`config.mk`:
```
export PLATFORM = sky130hd
export DESIGN_NAME = viterbi_top
export DESIGN_NICKNAME = d
export VERILOG_FILES = /design/src/viterbi_code_pkg.sv /design/src/viterbi_path_pkg.sv /design/src/acs_unit.sv /design/src/survivor_mem.sv /design/src/traceback_unit.sv /design/src/viterbi_top.sv
export VERILOG_INCLUDE_DIRS = /design/src /design/src/include
export SDC_FILE = /design/constraint.sdc
export NUM_CORES = 1
export LEC_CHECK = 0
export ABC_AREA = 0
export ABC_CLOCK_PERIOD_IN_PS = 10500
export BUFFER_PORTS_ARGS = -buffer_cell sky130_fd_sc_hd__buf_2
export CAP_MARGIN = 20
export CORE_UTILIZATION = 60
export DETAILED_ROUTE_END_ITERATION = 8
export GPL_TIMING_DRIVEN = 0
export PLACE_DENSITY = 0.79
export SKIP_LAST_GASP = 1
export SYNTH_ARGS = -nofsm -noshare
export SYNTH_HDL_FRONTEND = slang
export SYNTH_SLANG_ARGS = --single-unit
```
`constraint.sdc`:
```
create_clock -name clk -period 10.5 [get_ports clk]
set_clock_uncertainty 0.2 [all_clocks]
set_input_delay 1.575 -clock clk [delete_from_list [all_inputs] [get_ports clk]]
set_output_delay 1.575 -clock clk [all_outputs]
set_load 0.1 [all_outputs]
```
`src/include/viterbi_config.svh`:
```
// viterbi decoder sizing: block depth, trellis states and metric widths
`ifndef VITERBI_CONFIG_SVH
`define VITERBI_CONFIG_SVH

// symbols per decoded block
`define VIT_TB_DEPTH 16

`define VIT_NUM_STATES 4
`define VIT_METRIC_W 8

// above the 2 x 16 worst case a block can add up
`define VIT_INIT_METRIC 64

`endif

```
`src/viterbi_code_pkg.sv`:
```
// trellis types and encoder rules for the rate 1/2, K = 3 code with generators 7 and 5
`default_nettype none
`include "viterbi_config.svh"

package viterbi_code_pkg;

    // bit 1 newest input, bit 0 the one before
    typedef logic [$clog2(`VIT_NUM_STATES)-1:0] state_t;

    // bit 1 from g = 7, bit 0 from g = 5
    typedef logic [1:0] sym_t;

    // symbol the encoder emits from state s on input bit u
    function automatic sym_t expected_sym(state_t s, logic u);
        sym_t y;
        y[1] = u ^ s[1] ^ s[0]; // 111
        y[0] = u ^ s[0];        // 101
        return y;
    endfunction

    // predecessor of s selected by decision bit x
    function automatic state_t pred_state(state_t s, logic x);
        state_t p;
        p = {s[0], x};
        return p;
    endfunction

endpackage

`default_nettype wire

```
`src/viterbi_path_pkg.sv`:
```
// path-side types: metrics, decision vectors and survivor addresses
`default_nettype none
`include "viterbi_config.svh"

package viterbi_path_pkg;

    typedef logic [`VIT_METRIC_W-1:0] metric_t;

    // one survivor bit per trellis state
    typedef logic [`VIT_NUM_STATES-1:0] decision_t;

    // step index within a block
    typedef logic [$clog2(`VIT_TB_DEPTH)-1:0] addr_t;

endpackage

`default_nettype wire

```
`src/acs_unit.sv`:
```
// add-compare-select over the 4-state trellis with block step count and best end state
`timescale 1ns/10ps
`default_nettype none
`include "viterbi_config.svh"

module acs_unit
    import viterbi_code_pkg::*;
    import viterbi_path_pkg::*;
(
    input  wire        clk,
    input  wire        rst,
    input  wire        i_valid,
    input  wire sym_t  i_sym,
    output logic       o_dec_we,
    output addr_t      o_dec_addr,
    output decision_t  o_dec,
    output logic       o_blk_end,
    output state_t     o_best_state,
    output metric_t    o_best_metric
);
    localparam int N = `VIT_NUM_STATES;

    metric_t   pm [N];
    metric_t   pm_next [N];
    decision_t dec;
    addr_t     step;
    logic      last_step;
    state_t    best_s;
    metric_t   best_m;

    // hamming distance of two hard symbols
    function automatic metric_t hamming(sym_t a, sym_t b);
        sym_t d;
        d = a ^ b;
        return metric_t'(d[1]) + metric_t'(d[0]);
    endfunction

    // every block starts in state 0
    function automatic metric_t init_metric(int s);
        return (s == 0) ? '0 : metric_t'(`VIT_INIT_METRIC);
    endfunction

    assign last_step = (step == addr_t'(`VIT_TB_DEPTH - 1));

    always_comb
    begin
        state_t  s;
        state_t  p0;
        state_t  p1;
        metric_t m0;
        metric_t m1;
        for (int i = 0; i < N; i++)
        begin
            s  = state_t'(i);
            p0 = pred_state(s, 1'b0);
            p1 = pred_state(s, 1'b1);
            // input bit on both branches into s is s[1]
            m0 = pm[p0] + hamming(i_sym, expected_sym(p0, s[1]));
            m1 = pm[p1] + hamming(i_sym, expected_sym(p1, s[1]));
            dec[i]     = (m1 < m0);         // tie keeps x = 0
            pm_next[i] = (m1 < m0) ? m1 : m0;
        end
    end

    // lowest-numbered state wins among equal minima
    always_comb
    begin
        best_s = '0;
        best_m = pm_next[0];
        for (int i = 1; i < N; i++)
        begin
            if (pm_next[i] < best_m)
            begin
                best_s = state_t'(i);
                best_m = pm_next[i];
            end
        end
    end

    assign o_dec_we   = i_valid;
    assign o_dec_addr = step;
    assign o_dec      = dec;

    always_ff @(posedge clk)
    begin
        if (!rst)
        begin
            step      <= '0;
            o_blk_end <= 1'b0;
            for (int i = 0; i < N; i++)
                pm[i] <= init_metric(i);
        end
        else
        begin
            o_blk_end <= i_valid && last_step;
            if (i_valid)
            begin
                step <= step + 1'b1; // wraps to 0 after the last step
                for (int i = 0; i < N; i++)
                    pm[i] <= last_step ? init_metric(i) : pm_next[i];
            end
        end
    end

    always_ff @(posedge clk)
    begin
        if (i_valid && last_step)
        begin
            o_best_state  <= best_s;
            o_best_metric <= best_m;
        end
    end

    // a block of hard symbols costs at most 2 per step
    assert property (@(posedge clk) disable iff (!rst)
        o_blk_end |-> (o_best_metric <= metric_t'(2 * `VIT_TB_DEPTH)))
        else $error("acs_unit: best metric %0d above block bound", o_best_metric);

endmodule

`default_nettype wire

```
`src/survivor_mem.sv`:
```
// double-banked survivor memory, one bank written while the other is read back
`timescale 1ns/10ps
`default_nettype none
`include "viterbi_config.svh"

module survivor_mem
    import viterbi_path_pkg::*;
(
    input  wire             clk,
    input  wire             rst,
    input  wire             i_we,
    input  wire addr_t      i_wr_addr,
    input  wire decision_t  i_wr_data,
    input  wire addr_t      i_rd_addr,
    output decision_t       o_rd_data
);
    decision_t mem [2][`VIT_TB_DEPTH];
    logic      wr_bank;
    addr_t     exp_addr;

    always_ff @(posedge clk)
    begin
        if (i_we)
            mem[wr_bank][i_wr_addr] <= i_wr_data;
        o_rd_data <= mem[~wr_bank][i_rd_addr]; // read side is the finished bank
    end

    always_ff @(posedge clk)
    begin
        if (!rst)
        begin
            wr_bank  <= 1'b0;
            exp_addr <= '0;
        end
        else if (i_we)
        begin
            exp_addr <= exp_addr + 1'b1;
            // swap banks once the last step of a block is stored
            if (i_wr_addr == addr_t'(`VIT_TB_DEPTH - 1))
                wr_bank <= ~wr_bank;
        end
    end

    // decisions arrive one step after another, restarting at 0 each block
    assert property (@(posedge clk) disable iff (!rst)
        i_we |-> (i_wr_addr == exp_addr))
        else $error("survivor_mem: write to %0d, expected %0d", i_wr_addr, exp_addr);

endmodule

`default_nettype wire

```
`src/traceback_unit.sv`:
```
// traceback from the best end state through stored decisions, assembling one decoded block
`timescale 1ns/10ps
`default_nettype none
`include "viterbi_config.svh"

module traceback_unit
    import viterbi_code_pkg::*;
    import viterbi_path_pkg::*;
(
    input  wire             clk,
    input  wire             rst,
    input  wire             i_blk_end,
    input  wire state_t     i_best_state,
    input  wire metric_t    i_best_metric,
    input  wire decision_t  i_rd_data,
    output addr_t           o_rd_addr,
    output logic [`VIT_TB_DEPTH-1:0] o_block,
    output logic            o_block_valid,
    output metric_t         o_block_metric
);
    addr_t   rd_addr;       // rests at the last step when idle
    logic    issuing;
    logic    cons_valid;    // i_rd_data holds step cons_addr
    addr_t   cons_addr;
    state_t  cur_state;
    logic    dec_bit;
    metric_t blk_metric;
    logic [`VIT_TB_DEPTH-2:0] shift_q;
    logic [`VIT_TB_DEPTH-1:0] shift_next;

    assign issuing    = i_blk_end || (rd_addr != addr_t'(`VIT_TB_DEPTH - 1));
    assign o_rd_addr  = rd_addr;
    assign dec_bit    = cur_state[1]; // newest input bit of the state
    assign shift_next = {shift_q, dec_bit};

    always_ff @(posedge clk)
    begin
        if (!rst)
        begin
            rd_addr       <= addr_t'(`VIT_TB_DEPTH - 1);
            cons_valid    <= 1'b0;
            cons_addr     <= '0;
            o_block_valid <= 1'b0;
        end
        else
        begin
            if (issuing)
                rd_addr <= rd_addr - 1'b1;  // step 0 wraps back to idle
            cons_valid    <= issuing;
            cons_addr     <= rd_addr;
            o_block_valid <= cons_valid && (cons_addr == '0);
        end
    end

    always_ff @(posedge clk)
    begin
        // a new block may start on the cycle the previous one finishes
        if (i_blk_end)
        begin
            cur_state  <= i_best_state;
            blk_metric <= i_best_metric;
        end
        else if (cons_valid)
        begin
            cur_state <= pred_state(cur_state, i_rd_data[cur_state]);
        end

        // steps come out last first, so after 16 shifts bit k is step k
        if (cons_valid)
            shift_q <= shift_next[`VIT_TB_DEPTH-2:0];

        if (cons_valid && (cons_addr == '0))
        begin
            o_block        <= shift_next;
            o_block_metric <= blk_metric;
        end
    end

    // blocks are at least 16 symbols apart, so reads never overlap
    assert property (@(posedge clk) disable iff (!rst)
        i_blk_end |-> (rd_addr == addr_t'(`VIT_TB_DEPTH - 1)))
        else $error("traceback_unit: block end at read address %0d", rd_addr);

endmodule

`default_nettype wire

```
`src/viterbi_top.sv`:
```
// hard-decision viterbi decoder top: acs, survivor memory and traceback
`timescale 1ns/10ps
`default_nettype none
`include "viterbi_config.svh"

module viterbi_top
    import viterbi_code_pkg::*;
    import viterbi_path_pkg::*;
(
    input  wire        clk,
    input  wire        rst,
    input  wire        i_valid,
    input  wire sym_t  i_sym,
    output logic [`VIT_TB_DEPTH-1:0] o_block,
    output logic       o_block_valid,
    output metric_t    o_block_metric
);
    logic      dec_we;
    addr_t     dec_addr;
    decision_t dec;
    logic      blk_end;
    state_t    best_state;
    metric_t   best_metric;
    addr_t     rd_addr;
    decision_t rd_data;

    acs_unit acs_unit_i (
        .clk           (clk),
        .rst           (rst),
        .i_valid       (i_valid),
        .i_sym         (i_sym),
        .o_dec_we      (dec_we),
        .o_dec_addr    (dec_addr),
        .o_dec         (dec),
        .o_blk_end     (blk_end),
        .o_best_state  (best_state),
        .o_best_metric (best_metric)
    );

    survivor_mem survivor_mem_i (
        .clk       (clk),
        .rst       (rst),
        .i_we      (dec_we),
        .i_wr_addr (dec_addr),
        .i_wr_data (dec),
        .i_rd_addr (rd_addr),
        .o_rd_data (rd_data)
    );

    traceback_unit traceback_unit_i (
        .clk            (clk),
        .rst            (rst),
        .i_blk_end      (blk_end),
        .i_best_state   (best_state),
        .i_best_metric  (best_metric),
        .i_rd_data      (rd_data),
        .o_rd_addr      (rd_addr),
        .o_block        (o_block),
        .o_block_valid  (o_block_valid),
        .o_block_metric (o_block_metric)
    );

endmodule

`default_nettype wire

```
# == Word level (Yosys, flattened, before mapping) ==
# Memories as Yosys holds them, arrays and structs flattened.
# Index checks and enable logic that the tools add are counted.
# word_totals
ff_bits,79
ramBits,160
inputBits,5
output_inout_bits,25
wordCells,94
n_memories,2
# classes
add_sub_neg,14
order_cmp,11
n_eq_ne,2
muxes,31
bitwise,10
n_reduce_logical,8
# memory_table
memory,depth,width,read_ports,rd_ports_with_merged_regs,write_ports,line_no,text
survivor_mem_i.mem,2,64,1,0,1,survivor_mem.sv:17,decision_t mem [2][`VIT_TB_DEPTH];
acs_unit_i.pm,4,8,4,0,4,acs_unit.sv:23,metric_t pm [N];
# ops
operator,n
2-to-1 mux 8 bit,15
adder 8 bit,8
2-to-1 mux 64 bit,1
less-than comparator 8 bit,7
binary-select mux 4 bit (select 4 bit),1
demux 4 bit (select 4 bit),1
2-to-1 mux 4 bit,3
greater-or-equal comparator 5 bit (second input constant),2
inverter 4 -> 5 bit,2
adder 1 x 1 -> 2 bit,4
2-to-1 mux 1 bit,7
less-than comparator 5 x 1 -> 1 bit (second input constant),1
adder 4 x 1 -> 4 bit (second input constant),1
equality test 4 bit (second input constant),1
zero test 4 bit,1
2-to-1 mux 2 bit,2
!= test 4 bit (second input constant),1
bitwise OR 1 bit,4
subtractor 4 x 1 -> 4 bit (second input constant),1
logical AND 1 bit,3
less-than comparator 2 x 3 -> 1 bit (second input constant),1
inverter 1 bit,3
binary-select mux 1 bit (select 2 bit),1
inverter 2 bit,1
4 further kinds,4

# == Depth between registers and ports, before layout ==
# Gate-level depths: netlist (run 1).
# depth
ltp_word,11
ltp_mapped,42
mapped_depth_nobuf,42

# == Hierarchy ==
# A second synthesis (run 1) with hierarchy kept.
# unflattened
cells_unflattened,919
area_unflattened_um2,12196.7
# modules_own_cells
mod,n_inst,cells_per_inst,area_per_inst_um2,seq_area_each_um2
survivor_mem,1,238,5188.7,3943.8
acs_unit,1,591,5111.2,1361.3
traceback_unit,1,90,1896.8,1671.6

# == Worst setup path before layout (run 1) ==
# Ideal clock, no wire load.
# synth_timing
path_type,in2reg
start,input i_sym[0]
end,register acs_unit_i.o_best_metric[1] (data pin)
setup_ns,0.261
arrival_time_ns,9.211
required_ns,10.039
path_slack_ns,0.828
path_stages,37
n_path_buf,0
cell_sequence,inv_1 -> ha_1 -> ha_1 -> ha_1 -> a21oi_2 -> nor2_1 -> xnor2_1 -> inv_1 -> ha_1 -> a21oi_1 -> o21ai_2 -> a41oi_2 -> nand2_2 -> inv_1 -> a21oi_1 -> ha_1 -> o2111a_2 -> o221ai_2 -> a21oi_4 -> mux2_2 -> inv_1 -> ha_1 -> a21o_1 -> a21o_1 -> a21oi_1 -> inv_1 -> a2111oi_0 -> nand2_1 -> o31ai_4 -> mux2_4 -> ha_1 -> a21o_1 -> a211oi_1 -> a21o_1 -> o31a_1 -> and2_1 -> o21ai_1
# synth_via
elab_chain_cells,11
word_cells_on_any_way,28
cone_classes,add/sub: 12; order compare: 7; mux: 7; bitwise: 2
# synth_lines
element,line_no,text
start: declaration,viterbi_top.sv:13,"input wire sym_t i_sym,"
inverter 2 bit (no source line),--,
adder 1 x 1 -> 2 bit,acs_unit.sv:35,return metric_t'(d[1]) + metric_t'(d[0]);
adder 8 bit,acs_unit.sv:59,"m1 = pm[p1] + hamming(i_sym, expected_sym(p1, s[1]));"
less-than comparator 8 bit (*),--,
named net acs_unit_i.o_dec[0],acs_unit.sv:16,"output decision_t o_dec,"
2-to-1 mux 8 bit (*),acs_unit.sv:61,pm_next[i] = (m1 < m0) ? m1 : m0;
less-than comparator 8 bit,acs_unit.sv:72,if (pm_next[i] < best_m)
2-to-1 mux 8 bit (*),acs_unit.sv:72,
less-than comparator 8 bit,acs_unit.sv:72,
2-to-1 mux 8 bit (*),acs_unit.sv:72,
less-than comparator 8 bit,acs_unit.sv:72,
2-to-1 mux 8 bit (*),acs_unit.sv:72,
named net acs_unit_i.best_m[1],acs_unit.sv:29,metric_t best_m;
end signal: assignment,acs_unit.sv:110,o_best_metric <= best_m;
end: declaration,acs_unit.sv:19,output metric_t o_best_metric
# Mark *: on every way through the listed nets, which the timed path passes. The rest lies on a longest branch.
# A chain may end at the register's enable or synchronous reset.

# == Worst setup path in the final report (run 1) ==
# layout_timing
start,input i_sym[0]
end,register acs_unit_i.o_best_metric[3] (data pin)
# Same word-level chain as after synthesis.

==> impl_metrics.env, run 1 <==
export IMPL_floorplan_die_area_um2=20500
export IMPL_stdcell_count=1220
export IMPL_dominant_combinational_cell_family_by_area_after_synthesis="multiplexers"
export IMPL_fp_dieH_um=143
export IMPL_grt_pass1_vias=6863
export IMPL_synth_edf_count=219
export IMPL_synthFlopType="edfxtp_1"
export IMPL_dp_cells=1163
export IMPL_yosys_area_share_xor_xnor_pct=4.45
export IMPL_report_final_setup_viol=0
export IMPL_timing_critical_path_max_delay_family="compound AO/OA/AOI/OAI gates"
export IMPL_hold_path_class="flop to flop"
export IMPL_worstPathBufferInverterCount=6
export IMPL_internal_power_mw=2.11
export IMPL_syn_mean_instance_area_um2=13.8
export IMPL_buffer_ports_inserted=29
export IMPL_tritoncts="done"
export IMPL_die_width_um=143
export IMPL_antenna_cells=0
export IMPL_synth_seq_area_share_pct=58.2
export IMPL_crit_top_cell="ha_1"
export IMPL_number_of_unique_standard_cell_types_used_by_synthesis=64
export IMPL_setup_worst_path_start_class="input port"
export IMPL_share_clk_of_total_power_pct=26.8
export IMPL_met3_capacity_usage_during_global_routing_pct=4.10
export IMPL_netlist_instances=868
export IMPL_drt_vias_per_instance=5.80
export IMPL_mappedNetlistArea_um2=12000
export IMPL_start_to_end_type_of_the_worst_setup_path="input port to flop"
export IMPL_timing_fmax_ghz=0.100
export IMPL_clock_tree_htree_level_count=1
export IMPL_worst_path_stages=39
export IMPL_drcViolationCount=0
export IMPL_cts_max_path_buffers=3
export IMPL_globalRoute_totalOverflow=0
export IMPL_tightest_slew_ns=1.03
export IMPL_gr_usage_met2_pct=40.6
export IMPL_syn_num_nets=944
export IMPL_switching_power_as_a_share_of_total_power_pct=32.7
export IMPL_antenna_found_initial=0
export IMPL_drt_pre_antenna_iters=4
export IMPL_ys_async_sr_fraction_pct=0
export IMPL_synth_compound_gate_area_share_pct=6.35
export IMPL_power_ir_vdd_worst_uv=171
export IMPL_simple_gate_portion_of_the_synthesized_area_pct=9.25
export IMPL_cellPowerDensity_nw_per_um2=233
export IMPL_min_period_ns=9.95
export IMPL_gpl_final_weighted_congestion=0.832
export IMPL_layout_drive_gt1_share_pct=18.4
export IMPL_placementRows=51
export IMPL_worstPathArrival_ns=10.01
export IMPL_routed_wl_um=24100
export IMPL_globalRouteMet1Util_pct=34.1
export IMPL_final_max_slew_viol_count=0
export IMPL_most_common_layout_cells="edfxtp_1, nor2_1, ha_1, inv_1, mux4_2"
export IMPL_run_status="completed"
export IMPL_static_leakage_power_nw=5.05
export IMPL_grt_most_used_layer="met2"
export IMPL_cts_num_sinks=239
export IMPL_seq_power_share_pct=36.8
export IMPL_timing_final_crit_share_pct=94.8
export IMPL_power_net_switching_mw=1.02
export IMPL_avgRoutedWirePerCell_um=19.8
export IMPL_final_common_cell="edfxtp_1"
export IMPL_rr_worst_depth=36
export IMPL_num_nets_final=1013
export IMPL_hold_viol=0
export IMPL_syn_to_final_growth_pct=12.0
export IMPL_crit_path_max_fanout=17
export IMPL_finalPower_mw=3.13
export IMPL_critPathSlowestCell="mux2_2"
export IMPL_root_buffer="clkbuf_16"
export IMPL_power_share_combinational_pct=36.4
export IMPL_via_count=7073
export IMPL_synth_adder_area_share_pct=7.51
export IMPL_ys_seq_elements=239
export IMPL_hold_path_cell_count=0
export IMPL_ys_warn_count=0
export IMPL_clk_latency_worst_skew_pair_ns=0.53
export IMPL_slew_headroom_pct=31.5
export IMPL_setup_tns_ns=0
export IMPL_slowest_delay_ns=0.38
export IMPL_dr_first_iter_drc_count=540
export IMPL_detailedPlacementHpwl_um=16900
export IMPL_synthMuxAreaShare_pct=11.4
export IMPL_top_level_ports=30
export IMPL_all_layer_global_routing_usage_pct=24.5
export IMPL_start_util_pct=61.4
export IMPL_drv_cap=0
export IMPL_antenna_left=0
export IMPL_cts_clk_slew_worst_paths_ns=0.06
export IMPL_tritoncts_num_buffers=24
export IMPL_core_area_um2=19500
export IMPL_timing_critical_path_to_type="flop"
export IMPL_cp_data_required_time_ns=10.56
export IMPL_grt_pass1_wl_um=37500
export IMPL_pin_count_of_the_biggest_net_entering_global_routing=37
==> cell type report <==
cell class	instances	area [µm²]
inverter	55	210
timing repair inverter	1	5.00
multi-input combinational	543	4720
tap	265	332
fill	1331	6110
clock buffer	33	654
timing repair buffer	42	255
buffer	31	144
sequential	239	6980
clock inverter	11	120
==> layer usage <==
layer / wire [µm] / vias to the layer above / part of all wire, %
met3: 1380 / 33 / 5.7
li1: - / 3352 / -
met4: 406 / 0 / 1.7
met2: 11600 / 208 / 48
met1: 10700 / 3480 / 45
met5: 0 / - / 0
==> synthesized netlist by cell type, drive strengths merged (10+ instances only) <==
library cell  count  area (µm²)
xor2             30         270
and3             13        81.3
edfxtp          219        6580
mux2             17         195
nand2b           11        68.8
xnor2            30         263
inv              55         206
and2             25         159
ha               71         888
a21oi            35         205
clkbuf           19        71.3
mux4             41         923
nor2b            14        87.6
nand2            40         155
buf              12        68.8
nor2             80         308
mux2i            23         243
a21o             14         105
nand4            10        62.6
nand3            21         105
dfxtp            20         400
o21ai            28         148
==> cells by family after synthesis <==
group | after synthesis
buffers and inverters | 86
flip-flops | 239
adder cells (fa/ha/maj) | 72
XOR/XNOR | 60
AO/OA/AOI/OAI | 105
multiplexers | 81
AND/OR/NAND/NOR | 225
==> state kept, by name, summed over array words and instances (netlist names) <==
name / cells
traceback_unit_i.cur_state: 2
survivor_mem_i.mem: 128
survivor_mem_i.o_rd_data: 4
acs_unit_i.o_blk_end: 1
traceback_unit_i.blk_metric: 8
acs_unit_i.o_dec_addr: 4
acs_unit_i.o_best_state: 2
traceback_unit_i.shift_q: 15
traceback_unit_i.o_block_metric: 8
traceback_unit_i.o_rd_addr: 4
survivor_mem_i.wr_bank: 1
acs_unit_i.pm: 32
traceback_unit_i.o_block_valid: 1
traceback_unit_i.o_block: 16
traceback_unit_i.cons_valid: 1
acs_unit_i.o_best_metric: 8
traceback_unit_i.cons_addr: 4
==> through the flow <==
stage	hold slack (ns)	utilization, %	instance area, µm²	setup WS (ns)
2_1_floorplan	0.200	-	12000	0.828
3_3_place_gp	0.202	63.8	12500	-0.954
3_5_place_dp	0.205	64.0	12500	-1.10
4_1_cts	0.218	68.0	13300	0.0290
5_1_grt	0.222	68.7	13400	-0.0239
6_report	0.216	68.7	13400	0.549
==> final timing paths <==
kind,startpoint,end,slack (ns)
max,i_sym[0],acs_unit_i.o_best_metric[3],0.55
min,traceback_unit_i.blk_metric[1],traceback_unit_i.o_block_metric[1],0.22
max reg2reg,acs_unit_i.pm[0][0],acs_unit_i.o_best_metric[3],1.87
min reg2reg,traceback_unit_i.blk_metric[1],traceback_unit_i.o_block_metric[1],0.22
==> power groups by stage <==
| stage | sequential (mW) | combinational [mW] | clock (mW) |
|---|---|---|---|
| floorplan | 1.17 | 0.753 | 0 |
| global placement | 1.17 | 0.953 | 0 |
| detailed placement | 1.17 | 0.983 | 0 |
| CTS | 1.15 | 0.996 | 0.845 |
| global route | 1.15 | 1.24 | 0.880 |
| finish | 1.15 | 1.14 | 0.837 |
==> what timing repair did <==
action | 4_1_cts | 5_1_grt
pin swaps | 1 | 2
resized for setup | 2 | 12
endpoints found under the setup margin | 10 | 10
hold buffers | 0 | 0
setup buffers | 0 | 12
cloned | 1 | 0
No activity file was read; power rests on OpenSTA's default activity.
==> run 2, diff against run 1 <==
--- a/config.mk
+++ b/config.mk
@@ -13,7 +13,7 @@
 export CORE_UTILIZATION = 60
 export DETAILED_ROUTE_END_ITERATION = 8
 export GPL_TIMING_DRIVEN = 0
-export PLACE_DENSITY = 0.79
+export PLACE_DENSITY = 0.77
 export SKIP_LAST_GASP = 1
 export SYNTH_ARGS = -nofsm -noshare
 export SYNTH_HDL_FRONTEND = slang
==> run 2 against run 1 <==
  * Utilization is 0.13 points lower
  * Largest power group unchanged
  * Register-to-register slack worse by 0.06 ns
  * Non-clock buffer count is 5 lower
  * Clock power is 2% higher
  * Final cell count is 0.33% lower
  * Sequential cell count stayed put
  * Count of clock-buffer cells in the layout stayed put
==> impl_metrics.env, run 2 (synthesis gave the netlist of run 1 again) <==
export IMPL_run_status="completed"
export IMPL_timing_final_crit_share_pct=95.5
export IMPL_die_width_um=143
export IMPL_pre_cts_ws_ns=-1.26
export IMPL_grt_setup_unrepaired="false"
export IMPL_drt_vias_per_instance=5.87
export IMPL_tritoncts="done"
export IMPL_syn_to_final_growth_pct=11.8
export IMPL_hold_worst_slack_ns=0.218
export IMPL_dp_cells=1163
export IMPL_timing_critical_path_max_delay_family="compound AO/OA/AOI/OAI gates"
export IMPL_min_period_ns=10.03
export IMPL_root_buffer="clkbuf_16"
export IMPL_finalWorstSetupSlack_ns=0.471
export IMPL_cellPowerDensity_nw_per_um2=233
export IMPL_hold_path_class="flop to flop"
export IMPL_routed_wl_um=23800
export IMPL_largest_register="survivor_mem_i.mem"
export IMPL_buffer_ports_inserted=29
export IMPL_globalRoute_totalOverflow=0
export IMPL_final_common_cell="edfxtp_1"
export IMPL_layout_drive_gt1_share_pct=18.4
export IMPL_internal_power_mw=2.08
export IMPL_share_clk_of_total_power_pct=27.3
export IMPL_dr_first_iter_drc_count=504
export IMPL_timing_fmax_ghz=0.0997
export IMPL_critPathSlowestCell="mux2i_1"
export IMPL_all_layer_global_routing_usage_pct=24.4
export IMPL_gpl_final_weighted_congestion=0.874
export IMPL_hold_viol=0
export IMPL_cts_num_sinks=239
export IMPL_core_area_um2=19500
export IMPL_grt_pass1_vias=6931
export IMPL_antenna_left=0
export IMPL_stdcell_count=1216
export IMPL_report_final_setup_viol=0
export IMPL_worstPathArrival_ns=10.07
export IMPL_largestRegisters="survivor_mem_i.mem (128), acs_unit_i.pm (32), traceback_unit_i.o_block (16)"
export IMPL_top_level_ports=30
export IMPL_crit_path_max_fanout=10
export IMPL_antenna_cells=0
export IMPL_worstPathBufferInverterCount=8
export IMPL_cts_max_path_buffers=3
export IMPL_avgRoutedWirePerCell_um=19.6
export IMPL_most_common_layout_cells="edfxtp_1, nor2_1, ha_1, inv_1, mux4_2"
export IMPL_tritoncts_num_buffers=25
export IMPL_final_max_slew_viol_count=0
export IMPL_clock_tree_htree_level_count=1
export IMPL_drt_pre_antenna_iters=7
export IMPL_num_nets_final=1009
export IMPL_cp_data_required_time_ns=10.54
export IMPL_placementRows=51
export IMPL_crit_top_cell="ha_1"
export IMPL_cts_hold_buffers=0
export IMPL_power_ir_vdd_worst_uv=136
export IMPL_slowest_delay_ns=0.40
export IMPL_power_share_combinational_pct=35.8
export IMPL_static_leakage_power_nw=5.05
export IMPL_start_util_pct=61.4
export IMPL_power_net_switching_mw=1.04
export IMPL_largest_register_ff_count=128
export IMPL_grt_pass1_wl_um=37200
export IMPL_detailedPlacementHpwl_um=16800
export IMPL_clk_latency_worst_skew_pair_ns=0.53
export IMPL_tightest_slew_ns=1.03
export IMPL_drv_cap=0
export IMPL_start_to_end_type_of_the_worst_setup_path="input port to flop"
export IMPL_timing_critical_path_to_type="flop"
export IMPL_pin_count_of_the_biggest_net_entering_global_routing=36
export IMPL_floorplan_die_area_um2=20500
export IMPL_switching_power_as_a_share_of_total_power_pct=33.2
export IMPL_drcViolationCount=0
export IMPL_antenna_found_initial=0
export IMPL_slew_headroom_pct=31.4
export IMPL_setup_worst_path_start_class="input port"
export IMPL_cts_clk_slew_worst_paths_ns=0.06
export IMPL_seq_power_share_pct=36.9
export IMPL_via_count=7136
export IMPL_fp_dieH_um=143
==> run 2: area by class of cell <==
class	instances	area (µm²)
Inverter	55	210
Multi-Input combinational cell	543	4700
Clock inverter	12	113
Fill cell	1337	6130
Timing Repair inverter	1	5.00
Clock buffer	33	686
Timing Repair Buffer	37	230
Buffer	31	141
Sequential cell	239	6980
Tap cell	265	332
==> run 2: worst paths after layout <==
kind                                                     start                                 end  slack [ns]  cells after the start
worst max-delay path                                  i_sym[0]         acs_unit_i.o_best_metric[7]        0.47                     41
worst min-delay path            traceback_unit_i.blk_metric[7]  traceback_unit_i.o_block_metric[7]        0.22                      0
worst max register to register             acs_unit_i.pm[2][1]         acs_unit_i.o_best_metric[7]        1.81                     38
worst min register to register  traceback_unit_i.blk_metric[7]  traceback_unit_i.o_block_metric[7]        0.22                      0
==> run 2: worst register-to-register path: cells and delay by family, from the launching register on <==
family / cells / cell delay, ns
muxes: 4 / 1.29
buffers and inverters: 6 / 0.84
and+or+nand+nor: 5 / 0.60
xor gates and xnor gates: 2 / 0.45
DFF: 1 / 0.36
AOI/OAI and AO/OA: 16 / 3.31
adders and majority gates: 5 / 1.36
==> run 2: power by group through the flow <==
stage	logic, mW	registers [mW]	clock network (mW)
after floorplan	0.753	1.17	0
after global placement	0.959	1.17	0
after detailed placement	0.994	1.17	0
after CTS	1.05	1.15	0.858
after global routing	1.21	1.15	0.894
final	1.12	1.15	0.851
==> run 2: per-stage QoR <==
step                      power (mW)  instance area (µm²)  util [%]  setup TNS, ns
final                           3.12                13400      68.6              0
after global placement          2.13                12500      63.8         -10.06
after detailed placement        2.17                12500      64.0         -11.85
after floorplan                 1.92                12000         -              0
after global routing            3.26                13400      68.6              0
after CTS                       3.06                13300      68.3              0
==> run 2: metal layers <==
metal  global-route usage, %  wire length (µm)  up-vias
met2                    40.8             11500      234
met4                    6.22               492        0
li1                        -                 -     3351
met5                       0                 0        -
met3                    3.50              1370       37
met1                    33.7             10500     3514
==> run 2: timing repair <==
item | 4_1_cts | 5_1_grt
setup endpoints to repair | 10 | 10
gates cloned | 1 | 0
gates resized for setup | 1 | 12
pin swaps | 1 | 1
buffers inserted | 2 | 5
